<file path="config.mk">
export PLATFORM = sky130hd
export DESIGN_NAME = capture_top
export DESIGN_NICKNAME = d
export VERILOG_FILES = /design/src/logic/capture_pkg.sv /design/src/logic/capture_memory.sv /design/src/logic/trigger_detector.sv /design/src/logic/capture_buffer.sv /design/src/logic/capture_top.sv
export SDC_FILE = /design/constraint.sdc
export NUM_CORES = 1
export LEC_CHECK = 0
export BUFFER_PORTS_ARGS = -buffer_cell sky130_fd_sc_hd__buf_2
export CORE_MARGIN = 3
export CORE_UTILIZATION = 45
export CTS_BUF_LIST = sky130_fd_sc_hd__clkbuf_8
export CTS_CLUSTER_DIAMETER = 60
export DETAILED_ROUTE_END_ITERATION = 7
export PLACE_DENSITY = 0.74
export SETUP_SLACK_MARGIN = 0.15
export SLEW_MARGIN = 10
export SYNTH_ARGS = -nofsm -noshare
export SYNTH_HDL_FRONTEND = slang
export SYNTH_HIERARCHICAL = 1
export SYNTH_SLANG_ARGS = --single-unit
</file>
<file path="constraint.sdc">
create_clock -name clock -period 3 [get_ports clock]
set_input_delay 0.45 -clock clock [delete_from_list [all_inputs] [get_ports clock]]
set_output_delay 0.45 -clock clock [all_outputs]
set_load 0.01 [all_outputs]
</file>
<file path="src/logic/capture_pkg.sv">
/* Shared widths and types of the capture path. addr_width sets the memory depth,
   and so the window length; every counter in the design scales with it */
`default_nettype none

package capture_pkg;

    // Memory and window geometry
    localparam int addr_width = 5;
    localparam int depth      = 2 ** addr_width;

    // Sample field widths
    localparam int data_width = 16;
    localparam int dest_width = 4;
    localparam int user_width = 4;

    typedef struct packed {
        logic [data_width-1:0] data;
        logic [dest_width-1:0] dest;
        logic [user_width-1:0] user;
    } sample_t;

    // A sample with its trigger mark attached
    typedef struct packed {
        sample_t sample;
        logic    hit;
    } marked_sample_t;

    typedef enum logic {
        mode_rising,
        mode_falling
    } trigger_mode_t;

    typedef enum logic [2:0] {
        st_idle,
        st_fill,
        st_armed,
        st_post,
        st_drain,
        st_play
    } capture_state_t;

endpackage

`default_nettype wire

</file>
<file path="src/logic/capture_memory.sv">
/* Simple dual-port RAM with one cycle of read latency. Contents are undefined
   until written, and a read of the address being written returns the old word */
`default_nettype none

module capture_memory
    import capture_pkg::*;
(
    input  wire logic                  clock,
    input  wire logic                  write_enable,
    input  wire logic [addr_width-1:0] write_address,
    input  wire sample_t               write_data,
    input  wire logic [addr_width-1:0] read_address,
    output sample_t                    read_data
);

    sample_t storage [depth];

    always_ff @(posedge clock) begin
        if (write_enable) begin
            storage[write_address] <= write_data;
        end
    end

    // The read port samples its address on every edge
    always_ff @(posedge clock) begin
        read_data <= storage[read_address];
    end

endmodule

`default_nettype wire

</file>
<file path="src/logic/trigger_detector.sv">
/* Data and level are compared as unsigned values. mode and level must stay
   stable while a capture runs; the previous value is kept across captures */
`default_nettype none

module trigger_detector
    import capture_pkg::*;
(
    input  wire logic                  clock,
    input  wire logic                  arst_n,
    input  wire logic                  in_valid,
    input  wire sample_t               in_sample,
    output logic                       in_ready,
    input  wire trigger_mode_t         mode,
    input  wire logic [data_width-1:0] level,
    output logic                       mid_valid,
    output marked_sample_t             mid_sample,
    input  wire logic                  mid_ready
);

    logic                  port_open;
    logic                  have_prev;
    logic [data_width-1:0] prev_data;
    logic                  rise_hit;
    logic                  fall_hit;
    logic                  accept;

    // The port stays closed until the first edge after reset release
    assign in_ready = port_open && (!mid_valid || mid_ready);
    assign accept   = in_valid && in_ready;

    // Rising marks a sample at or above level that follows one below it.
    // Falling marks a sample below level that follows one at or above it
    assign rise_hit = have_prev && (prev_data < level) && (in_sample.data >= level);
    assign fall_hit = have_prev && (prev_data >= level) && (in_sample.data < level);

    always_ff @(posedge clock or negedge arst_n) begin
        if (!arst_n) begin
            port_open <= 1'b0;
            have_prev <= 1'b0;
            mid_valid <= 1'b0;
        end else begin
            port_open <= 1'b1;
            if (accept) begin
                have_prev <= 1'b1;
                mid_valid <= 1'b1;
            end else if (mid_ready) begin
                mid_valid <= 1'b0;
            end
        end
    end

    // Sample and mark move together into the output register
    always_ff @(posedge clock) begin
        if (accept) begin
            prev_data         <= in_sample.data;
            mid_sample.sample <= in_sample;
            mid_sample.hit    <= (mode == mode_rising) ? rise_hit : fall_hit;
        end
    end

endmodule

`default_nettype wire

</file>
<file path="src/logic/capture_buffer.sv">
/* One window of depth samples per arm; pre_trigger is latched at arm. Input is
   refused from the end of the window until the next arm, so nothing is overwritten */
`default_nettype none

module capture_buffer
    import capture_pkg::*;
(
    input  wire logic                  clock,
    input  wire logic                  arst_n,
    input  wire logic                  arm,
    input  wire logic [addr_width-1:0] pre_trigger,
    output logic                       busy,
    input  wire logic                  mid_valid,
    input  wire marked_sample_t        mid_sample,
    output logic                       mid_ready,
    output logic                       out_valid,
    output sample_t                    out_sample,
    output logic                       out_last,
    input  wire logic                  out_ready
);

    capture_state_t        state;
    logic [addr_width-1:0] wr_ptr;
    logic [addr_width-1:0] rd_ptr;
    logic [addr_width-1:0] pre_count;
    logic [addr_width-1:0] fill_count;
    logic [addr_width-1:0] post_count;
    logic [addr_width:0]   play_count;
    logic                  write_enable;
    sample_t               read_data;
    logic                  read_pending;
    logic                  read_last;
    sample_t               skid_sample;
    logic                  skid_valid;
    logic                  skid_last;
    logic                  skid_next;
    logic                  out_load;
    logic                  issue;

    assign busy         = (state != st_idle);
    assign mid_ready    = (state == st_fill) || (state == st_armed) || (state == st_post);
    assign write_enable = mid_valid && mid_ready;

    // The output register takes a new sample when empty or when it transfers
    assign out_load = !out_valid || out_ready;

    // Would the skid register still hold a sample after this edge?
    assign skid_next = out_load ? (skid_valid && read_pending) : (skid_valid || read_pending);

    // A read is only issued when the word it returns is sure to find room
    assign issue = ((state == st_drain) || (state == st_play))
                   && (play_count != (addr_width + 1)'(depth))
                   && !skid_next;

    capture_memory u_memory (
        .clock        (clock),
        .write_enable (write_enable),
        .write_address(wr_ptr),
        .write_data   (mid_sample.sample),
        .read_address (rd_ptr),
        .read_data    (read_data)
    );

    always_ff @(posedge clock or negedge arst_n) begin
        if (!arst_n) begin
            state      <= st_idle;
            wr_ptr     <= '0;
            rd_ptr     <= '0;
            pre_count  <= '0;
            fill_count <= '0;
            post_count <= '0;
            play_count <= '0;
        end else begin
            if (write_enable) begin
                wr_ptr <= wr_ptr + 1'b1;
            end
            if (issue) begin
                rd_ptr     <= rd_ptr + 1'b1;
                play_count <= play_count + 1'b1;
            end
            case (state)
                st_idle: begin
                    if (arm) begin
                        pre_count  <= pre_trigger;
                        fill_count <= pre_trigger;
                        play_count <= '0;
                        state      <= (pre_trigger == '0) ? st_armed : st_fill;
                    end
                end
                // Hits are ignored until the pre-trigger part has been written
                st_fill: begin
                    if (write_enable) begin
                        fill_count <= fill_count - 1'b1;
                        if (fill_count == addr_width'(1)) begin
                            state <= st_armed;
                        end
                    end
                end
                st_armed: begin
                    if (write_enable && mid_sample.hit) begin
                        rd_ptr     <= wr_ptr - pre_count;
                        post_count <= addr_width'(depth - 1) - pre_count;
                        state      <= (pre_count == addr_width'(depth - 1)) ? st_drain : st_post;
                    end
                end
                st_post: begin
                    if (write_enable) begin
                        post_count <= post_count - 1'b1;
                        if (post_count == addr_width'(1)) begin
                            state <= st_drain;
                        end
                    end
                end
                st_drain: begin
                    state <= st_play;
                end
                st_play: begin
                    if (out_valid && out_ready && out_last) begin
                        state <= st_idle;
                    end
                end
                default: begin
                    state <= st_idle;
                end
            endcase
        end
    end

    // Playback flags. The skid slot is always older than the word on the read port
    always_ff @(posedge clock or negedge arst_n) begin
        if (!arst_n) begin
            read_pending <= 1'b0;
            read_last    <= 1'b0;
            skid_valid   <= 1'b0;
            skid_last    <= 1'b0;
            out_valid    <= 1'b0;
            out_last     <= 1'b0;
        end else begin
            read_pending <= issue;
            read_last    <= issue && (play_count == (addr_width + 1)'(depth - 1));
            if (out_load) begin
                if (skid_valid) begin
                    out_valid  <= 1'b1;
                    out_last   <= skid_last;
                    skid_valid <= read_pending;
                    skid_last  <= read_last;
                end else begin
                    out_valid <= read_pending;
                    out_last  <= read_pending && read_last;
                end
            end else if (read_pending) begin
                skid_valid <= 1'b1;
                skid_last  <= read_last;
            end
        end
    end

    always_ff @(posedge clock) begin
        if (out_load) begin
            if (skid_valid) begin
                out_sample  <= skid_sample;
                skid_sample <= read_data;
            end else if (read_pending) begin
                out_sample <= read_data;
            end
        end else if (read_pending) begin
            // Stalled output, so the word just read is parked
            skid_sample <= read_data;
        end
    end

endmodule

`default_nettype wire

</file>
<file path="src/logic/capture_top.sv">
/* Configuration inputs must stay stable while busy is high. Every stream moves
   a sample on an edge where valid and ready are both high */
`default_nettype none

module capture_top
    import capture_pkg::*;
(
    input  wire logic                  clock,
    input  wire logic                  arst_n,
    input  wire logic                  in_valid,
    input  wire sample_t               in_sample,
    output logic                       in_ready,
    output logic                       out_valid,
    output sample_t                    out_sample,
    output logic                       out_last,
    input  wire logic                  out_ready,
    input  wire logic                  arm,
    input  wire trigger_mode_t         mode,
    input  wire logic [data_width-1:0] level,
    input  wire logic [addr_width-1:0] pre_trigger,
    output logic                       busy
);

    // Marked samples from the detector to the buffer
    logic           mid_valid;
    marked_sample_t mid_sample;
    logic           mid_ready;

    trigger_detector u_detector (
        .clock     (clock),
        .arst_n    (arst_n),
        .in_valid  (in_valid),
        .in_sample (in_sample),
        .in_ready  (in_ready),
        .mode      (mode),
        .level     (level),
        .mid_valid (mid_valid),
        .mid_sample(mid_sample),
        .mid_ready (mid_ready)
    );

    capture_buffer u_buffer (
        .clock      (clock),
        .arst_n     (arst_n),
        .arm        (arm),
        .pre_trigger(pre_trigger),
        .busy       (busy),
        .mid_valid  (mid_valid),
        .mid_sample (mid_sample),
        .mid_ready  (mid_ready),
        .out_valid  (out_valid),
        .out_sample (out_sample),
        .out_last   (out_last),
        .out_ready  (out_ready)
    );

endmodule

`default_nettype wire

</file>
# == After elaboration in Yosys (flattened, before gate mapping) ==
# Memories as Yosys holds them, arrays and structs flattened. A register that Yosys moved wholly into a read port is not among the register bits.
# Index checks and enable logic that the tools add are counted.
# classes
n_reduce_logical,38
div_mod_pow,0
bitwise,0
n_eq_ne,18
mux,40
addsub,7
n_mul,0
shift,0
magnitude_cmp,4
# op_table
op,count
24-bit 2-to-1 mux,4
5-bit 2-to-1 mux,7
16-bit >= comparator,2
16-bit less-than comparator,2
3-bit 2-to-1 mux,8
5-bit one-hot mux with 2 select lines,2
6-bit 2-to-1 mux,3
3-bit one-hot mux with 6 select lines,1
1-bit logical AND,15
1-bit 2-to-1 mux,14
5-bit by 1-bit adder with 5-bit output (second input constant),2
5-bit by 1-bit == test with 1-bit output (second input constant),2
2-bit inequality test (second input constant),5
2-bit nonzero test,5
5-bit by 1-bit subtractor with 5-bit output (second input constant),2
7-bit AND reduction,1
6-bit by 1-bit adder with 6-bit output (second input constant),1
3-bit by 2-bit == test with 1-bit output (second input constant),2
3-bit == test (second input constant),2
6-bit by 5-bit == test with 1-bit output (second input constant),1
1-bit logical OR,6
2-bit by 1-bit inequality test with 1-bit output (second input constant),3
6-bit inequality test (second input constant),1
2-bit AND reduction,3
10 further kinds,13
# word_totals
input_bits,51
word_cells,134
latchBits,0
n_memories,1
ff_bits,116
output_inout_bits,28
ram_bits,768
mem_bits_ro,0
# memory_table
name,depth,word_bits,rd,rd_ports_with_merged_regs,wr,line_no,text
u_buffer.u_memory.storage,32,24,1,1,1,capture_memory.sv:16,sample_t storage [depth];

# == Logic depth before layout (Yosys ltp) ==
# logic_depth
ltp_word,8
mapped_depth,9
depth_no_buf,9

# == Cells and area by module ==
# The synthesis kept the hierarchy.
# by_module_without_submodules
mod,seq_area_each_um2,cells_per_inst,instances,area_per_inst_um2
capture_memory,23542.6,1711,1,30483.0
capture_buffer,2442.3,318,1,4083.9
trigger_detector,825.8,139,1,1636.6

# == Worst setup path after synthesis ==
# No wires, ideal clock.
# synth_timing
path_type,register to register
start,register u_buffer.state[1]
end,memory u_buffer/u_memory/storage[28][0] in the netlist's numbering (enable)
path_stages_with_launch,9
synth_period_minus_slack_ns,2.995
n_path_buf,3
slack_ns,0.005
setup_ns,0.405
required_time_ns,2.595
t_arrival_ns,2.590
cell_sequence,dfrtp_1 > buf_4 > nor2_1 > nor2_1 > and2_2 > buf_2 > or3b_2 > clkbuf_1 > nor2_1
# synth_between
elab_chain_cells,6
elab_cells_between_ends,8
cone_classes,3 x eq/ne; 2 x mux; 3 x reduce/logical
# synth_lines
element,line_no,text
start: declaration,capture_buffer.sv:22,capture_state_t state;
start signal: assignment,capture_buffer.sv:66,state <= st_idle;
start signal: assignment,capture_buffer.sv:87,state <= (pre_trigger == '0) ? st_armed : st_fill;
start signal: assignment,capture_buffer.sv:95,state <= st_armed;
3-bit by 1-bit == test with 1-bit output or 3-bit by 2-bit == test with 1-bit output (tied branches),capture_buffer.sv:41,assign mid_ready = (state == st_fill) || (state == st_armed) || (state == st_post);
1-bit logical OR,capture_buffer.sv:41,
1-bit logical OR (*),capture_buffer.sv:41,
via mid_ready,capture_top.sv:27,logic mid_ready;
1-bit logical AND (*),capture_buffer.sv:42,assign write_enable = mid_valid && mid_ready;
via u_buffer.write_enable,capture_buffer.sv:29,logic write_enable;
1-bit 2-to-1 mux (*),capture_memory.sv:19,if (write_enable) begin
1-bit 2-to-1 mux (implied by the code) (*),capture_memory.sv:20,storage[write_address] <= write_data;
end: declaration,capture_memory.sv:16,
# The timed path passes the listed nets; every way through them passes the cells marked *.

# == Worst setup path after layout ==
# layout_timing
start,register u_buffer.state[1]
end,memory u_buffer/u_memory/storage[4][4] in the netlist's numbering (enable)
# layout_between
elab_chain_cells,6
elab_cells_between_ends,8
cone_classes,3 x eq/ne; 2 x mux; 3 x reduce/logical
# layout_lines
element,line_no
3-bit by 1-bit == test with 1-bit output or 3-bit by 2-bit == test with 1-bit output (tied branches),capture_buffer.sv:41
1-bit logical OR,capture_buffer.sv:41
1-bit logical OR (*),capture_buffer.sv:41
via mid_ready,capture_top.sv:27
1-bit logical AND (*),capture_buffer.sv:42
1-bit 2-to-1 mux (*),capture_memory.sv:19
1-bit 2-to-1 mux (implied by the code) (*),capture_memory.sv:20
# Marks and branches as above.

==> impl_metrics.env <==
export IMPL_outcome="finished clean"
export IMPL_yosysUniqueCellTypes=72
export IMPL_worstMarginPinSlew_ns=1.11
export IMPL_die_h_um=290
export IMPL_clk_transition_reported_paths_ns=0.06
export IMPL_routed_wirelength_mm=76.7
export IMPL_design_area_um2=41100
export IMPL_vias_per_cell=5.52
export IMPL_post_cts_repair_setup_buffers=0
export IMPL_placedInstanceArea_um2=38200
export IMPL_async_flop_share_pct=4.74
export IMPL_fin_util_pct=51.8
export IMPL_p_total_mw=35.2
export IMPL_syn_area_um2=36200
export IMPL_placement_rows=103
export IMPL_tritoncts_num_sinks=908
export IMPL_synth_avg_cell_area_um2=16.7
export IMPL_cts_buffer_count=141
export IMPL_slew_headroom_pct=25.9
export IMPL_critical_path_startpoint_type="flop"
export IMPL_cp_data_arrival_time_ns=3.01
export IMPL_placed_cells_incl_taps=3283
export IMPL_synthesis_instances=2168
export IMPL_maximum_number_of_pins_on_one_net_before_global_route_repair=61
export IMPL_setup_violations_final=0
export IMPL_synthesis_yosys_warnings=6
export IMPL_detail_route_antenna_nets=0
export IMPL_grt_pass1_vias=20300
export IMPL_cts_tree="done"
export IMPL_synth_enable_flop_cells=841
export IMPL_synth_seq_area_share_pct=74.1
export IMPL_syn_nets=2264
export IMPL_nets=2506
export IMPL_design_portCount=79
export IMPL_flow_area_growth_from_synthesis_pct=13.6
export IMPL_cts_htree_levels=4
export IMPL_critical_path_class="reg2reg"
export IMPL_crit_path_required_time_ns=3.41
export IMPL_drt_drc_violations_left=0
export IMPL_worstPathMaxFanout=24
export IMPL_clk_insertion_delay_late_ns=0.79
export IMPL_r2r_worst_path_cells=6
export IMPL_leakagePower_nw=15.0
export IMPL_fin_crit_ns=2.61
export IMPL_vdd_ir_drop_max_mv=0.580
export IMPL_buffer_ports_inserted=78
export IMPL_crit_path_end_kind="flop"
export IMPL_postSynth_topFlopCell="edfxtp_1"
export IMPL_finalWorstSetupSlack_ns=0.393
export IMPL_timing_hold_violations_final=0
export IMPL_cts_root_to_sink_buffers=3
export IMPL_total_die_area_um2=83900
export IMPL_finalNonFillerCells=3566
export IMPL_dpl_hpwl_mm=46.8
export IMPL_gp_congestion=0.829
export IMPL_layout_cells_most_common="edfxtp_1"
export IMPL_ctsResizeCount=0
export IMPL_initial_antenna_violation_count=3
export IMPL_vias_after_detailed_routing=19700
export IMPL_placeableCoreArea_um2=79400
export IMPL_clk_root_buffer_cell="clkbuf_8"
export IMPL_global_route_wire_length_before_repair_mm=116
export IMPL_clock_skew_final_ns=0.0438
export IMPL_max_clock_freq_ghz=0.384
export IMPL_rsz0062_at_grt="no"
export IMPL_chipWidth_um=290
export IMPL_place_ws_ns=0.453
export IMPL_powerDensity_nw_per_um2=857
export IMPL_hold_class="in2reg"
export IMPL_yosys_register_bits=908
export IMPL_post_route_cells_drive_above_1_share_pct=17.2
export IMPL_wl_per_cell_um=21.5
export IMPL_max_cap_violations=0
export IMPL_worst_hold_margin_ns=0.115
export IMPL_fin_tns_setup_ns=0
export IMPL_drt_first_iter_violations=1936
export IMPL_globalRouteTotalUtil_pct=18.3
export IMPL_first_pass_iters=5
export IMPL_globalRoute_totalOverflow=0
export IMPL_cells_on_worst_hold_path=3
export IMPL_final_min_period_over_clock_period_pct=86.9
export IMPL_initial_core_util_pct=45.6
export IMPL_most_common_layout_cells="edfxtp_1, mux2i_1, clkbuf_8"
export IMPL_slew_viol_final=0
cell type report:
cell class	count	area, um2
multi-input combinational	1119	8680
inverter	31	116
timing repair buffer	209	1620
clock inverter	101	541
antenna	1	2.50
fill	6337	38300
clock buffer	147	2020
sequential	908	26800
tap	1050	1310
cells in the mapped netlist, types with 24 or more instances:
cell type | n | area (um2)
inv_1 | 31 | 116
nand3_1 | 84 | 420
mux2i_1 | 390 | 3900
a31oi_1 | 25 | 156
buf_2 | 34 | 170
a21oi_1 | 98 | 490
a22oi_1 | 75 | 563
dfrtp_1 | 43 | 1080
a22o_1 | 48 | 420
edfxtp_1 | 841 | 25300
nor2_1 | 59 | 221
mux2_2 | 27 | 304
nor3_1 | 32 | 160
ha_1 | 44 | 551
nand2_1 | 113 | 424
clkbuf_1 | 30 | 113
dfxtp_1 | 24 | 480
cell families (layout without fill, tap and decap cells):
| group | count (synthesis) | count (layout) | synth area share [%] |
|---|---|---|---|
| multiplexers | 419 | 419 | 11.7 |
| buffers and inverters | 141 | 488 | 2.26 |
| other | 1 | 2 | 0.0104 |
| AND/OR/NAND/NOR | 348 | 348 | 4.66 |
| XOR/XNOR | 16 | 16 | 0.387 |
| adder cells (fa/ha/maj) | 45 | 45 | 1.58 |
| AO/OA/AOI/OAI | 290 | 290 | 5.35 |
| flip-flops | 908 | 908 | 74.1 |
state kept, by name (all words and copies together) (netlist names), 3 cells and up:
| register | cells |
|---|---|
| u_buffer/fill_count | 5 |
| u_buffer/post_count | 5 |
| u_buffer/wr_ptr | 5 |
| u_buffer/out_sample | 24 |
| u_buffer/pre_count | 5 |
| u_detector/mid_sample | 9 |
| u_buffer/rd_ptr | 5 |
| u_buffer/u_memory/read_data | 24 |
| u_buffer/u_memory/storage | 768 |
| u_buffer/skid_sample | 24 |
| u_detector/prev_data | 16 |
| u_buffer/state | 3 |
| u_buffer/play_count | 6 |
final timing paths:
check	start	to	slack (ns)
min in group asynchronous	arst_n	u_buffer/pre_count[3]	0.37
worst max register to register	u_buffer/state[1]	u_buffer/u_memory/storage[4][4]	0.39
max in group asynchronous	arst_n	u_buffer/rd_ptr[0]	1.94
worst min register to register	u_buffer/u_memory/read_data[12]	u_buffer/skid_sample[12]	0.43
worst max-delay path	u_buffer/state[1]	u_buffer/u_memory/storage[4][4]	0.39
worst min-delay path	mode	u_detector/mid_sample[0]	0.11
worst max-delay path, stage by stage, from the launching register on:
cell	delay, ns
dfrtp_1	0.54
nor2_1	0.11
nor2_1	0.12
and2_2	0.26
or3b_2	0.66
nor2_2	0.17
buf_4	0.37
layer usage:
layer	vias to the layer above	GRT usage, %	part of all wire [%]
met5	-	0	0
met3	107	3.61	6.8
met4	0	6.09	1.8
li1	8949	-	-
met2	708	29.8	49
met1	9932	24.9	43
report_power, final:
| part | leakage [nW] | internal, mW | switching (mW) |
|---|---|---|---|
| Combinational | 5.22 | 4.00 | 6.15 |
| Clock | 1.47 | 4.82 | 4.63 |
| Sequential | 8.31 | 15.0 | 0.663 |
| Total | 15.0 | 23.8 | 11.4 |
what timing repair did:
action	4_1_cts	5_1_grt
hold buffers	34	0
hold endpoints to repair	79	0
setup endpoints to repair	0	0
(Power assumes the default switching activity.)
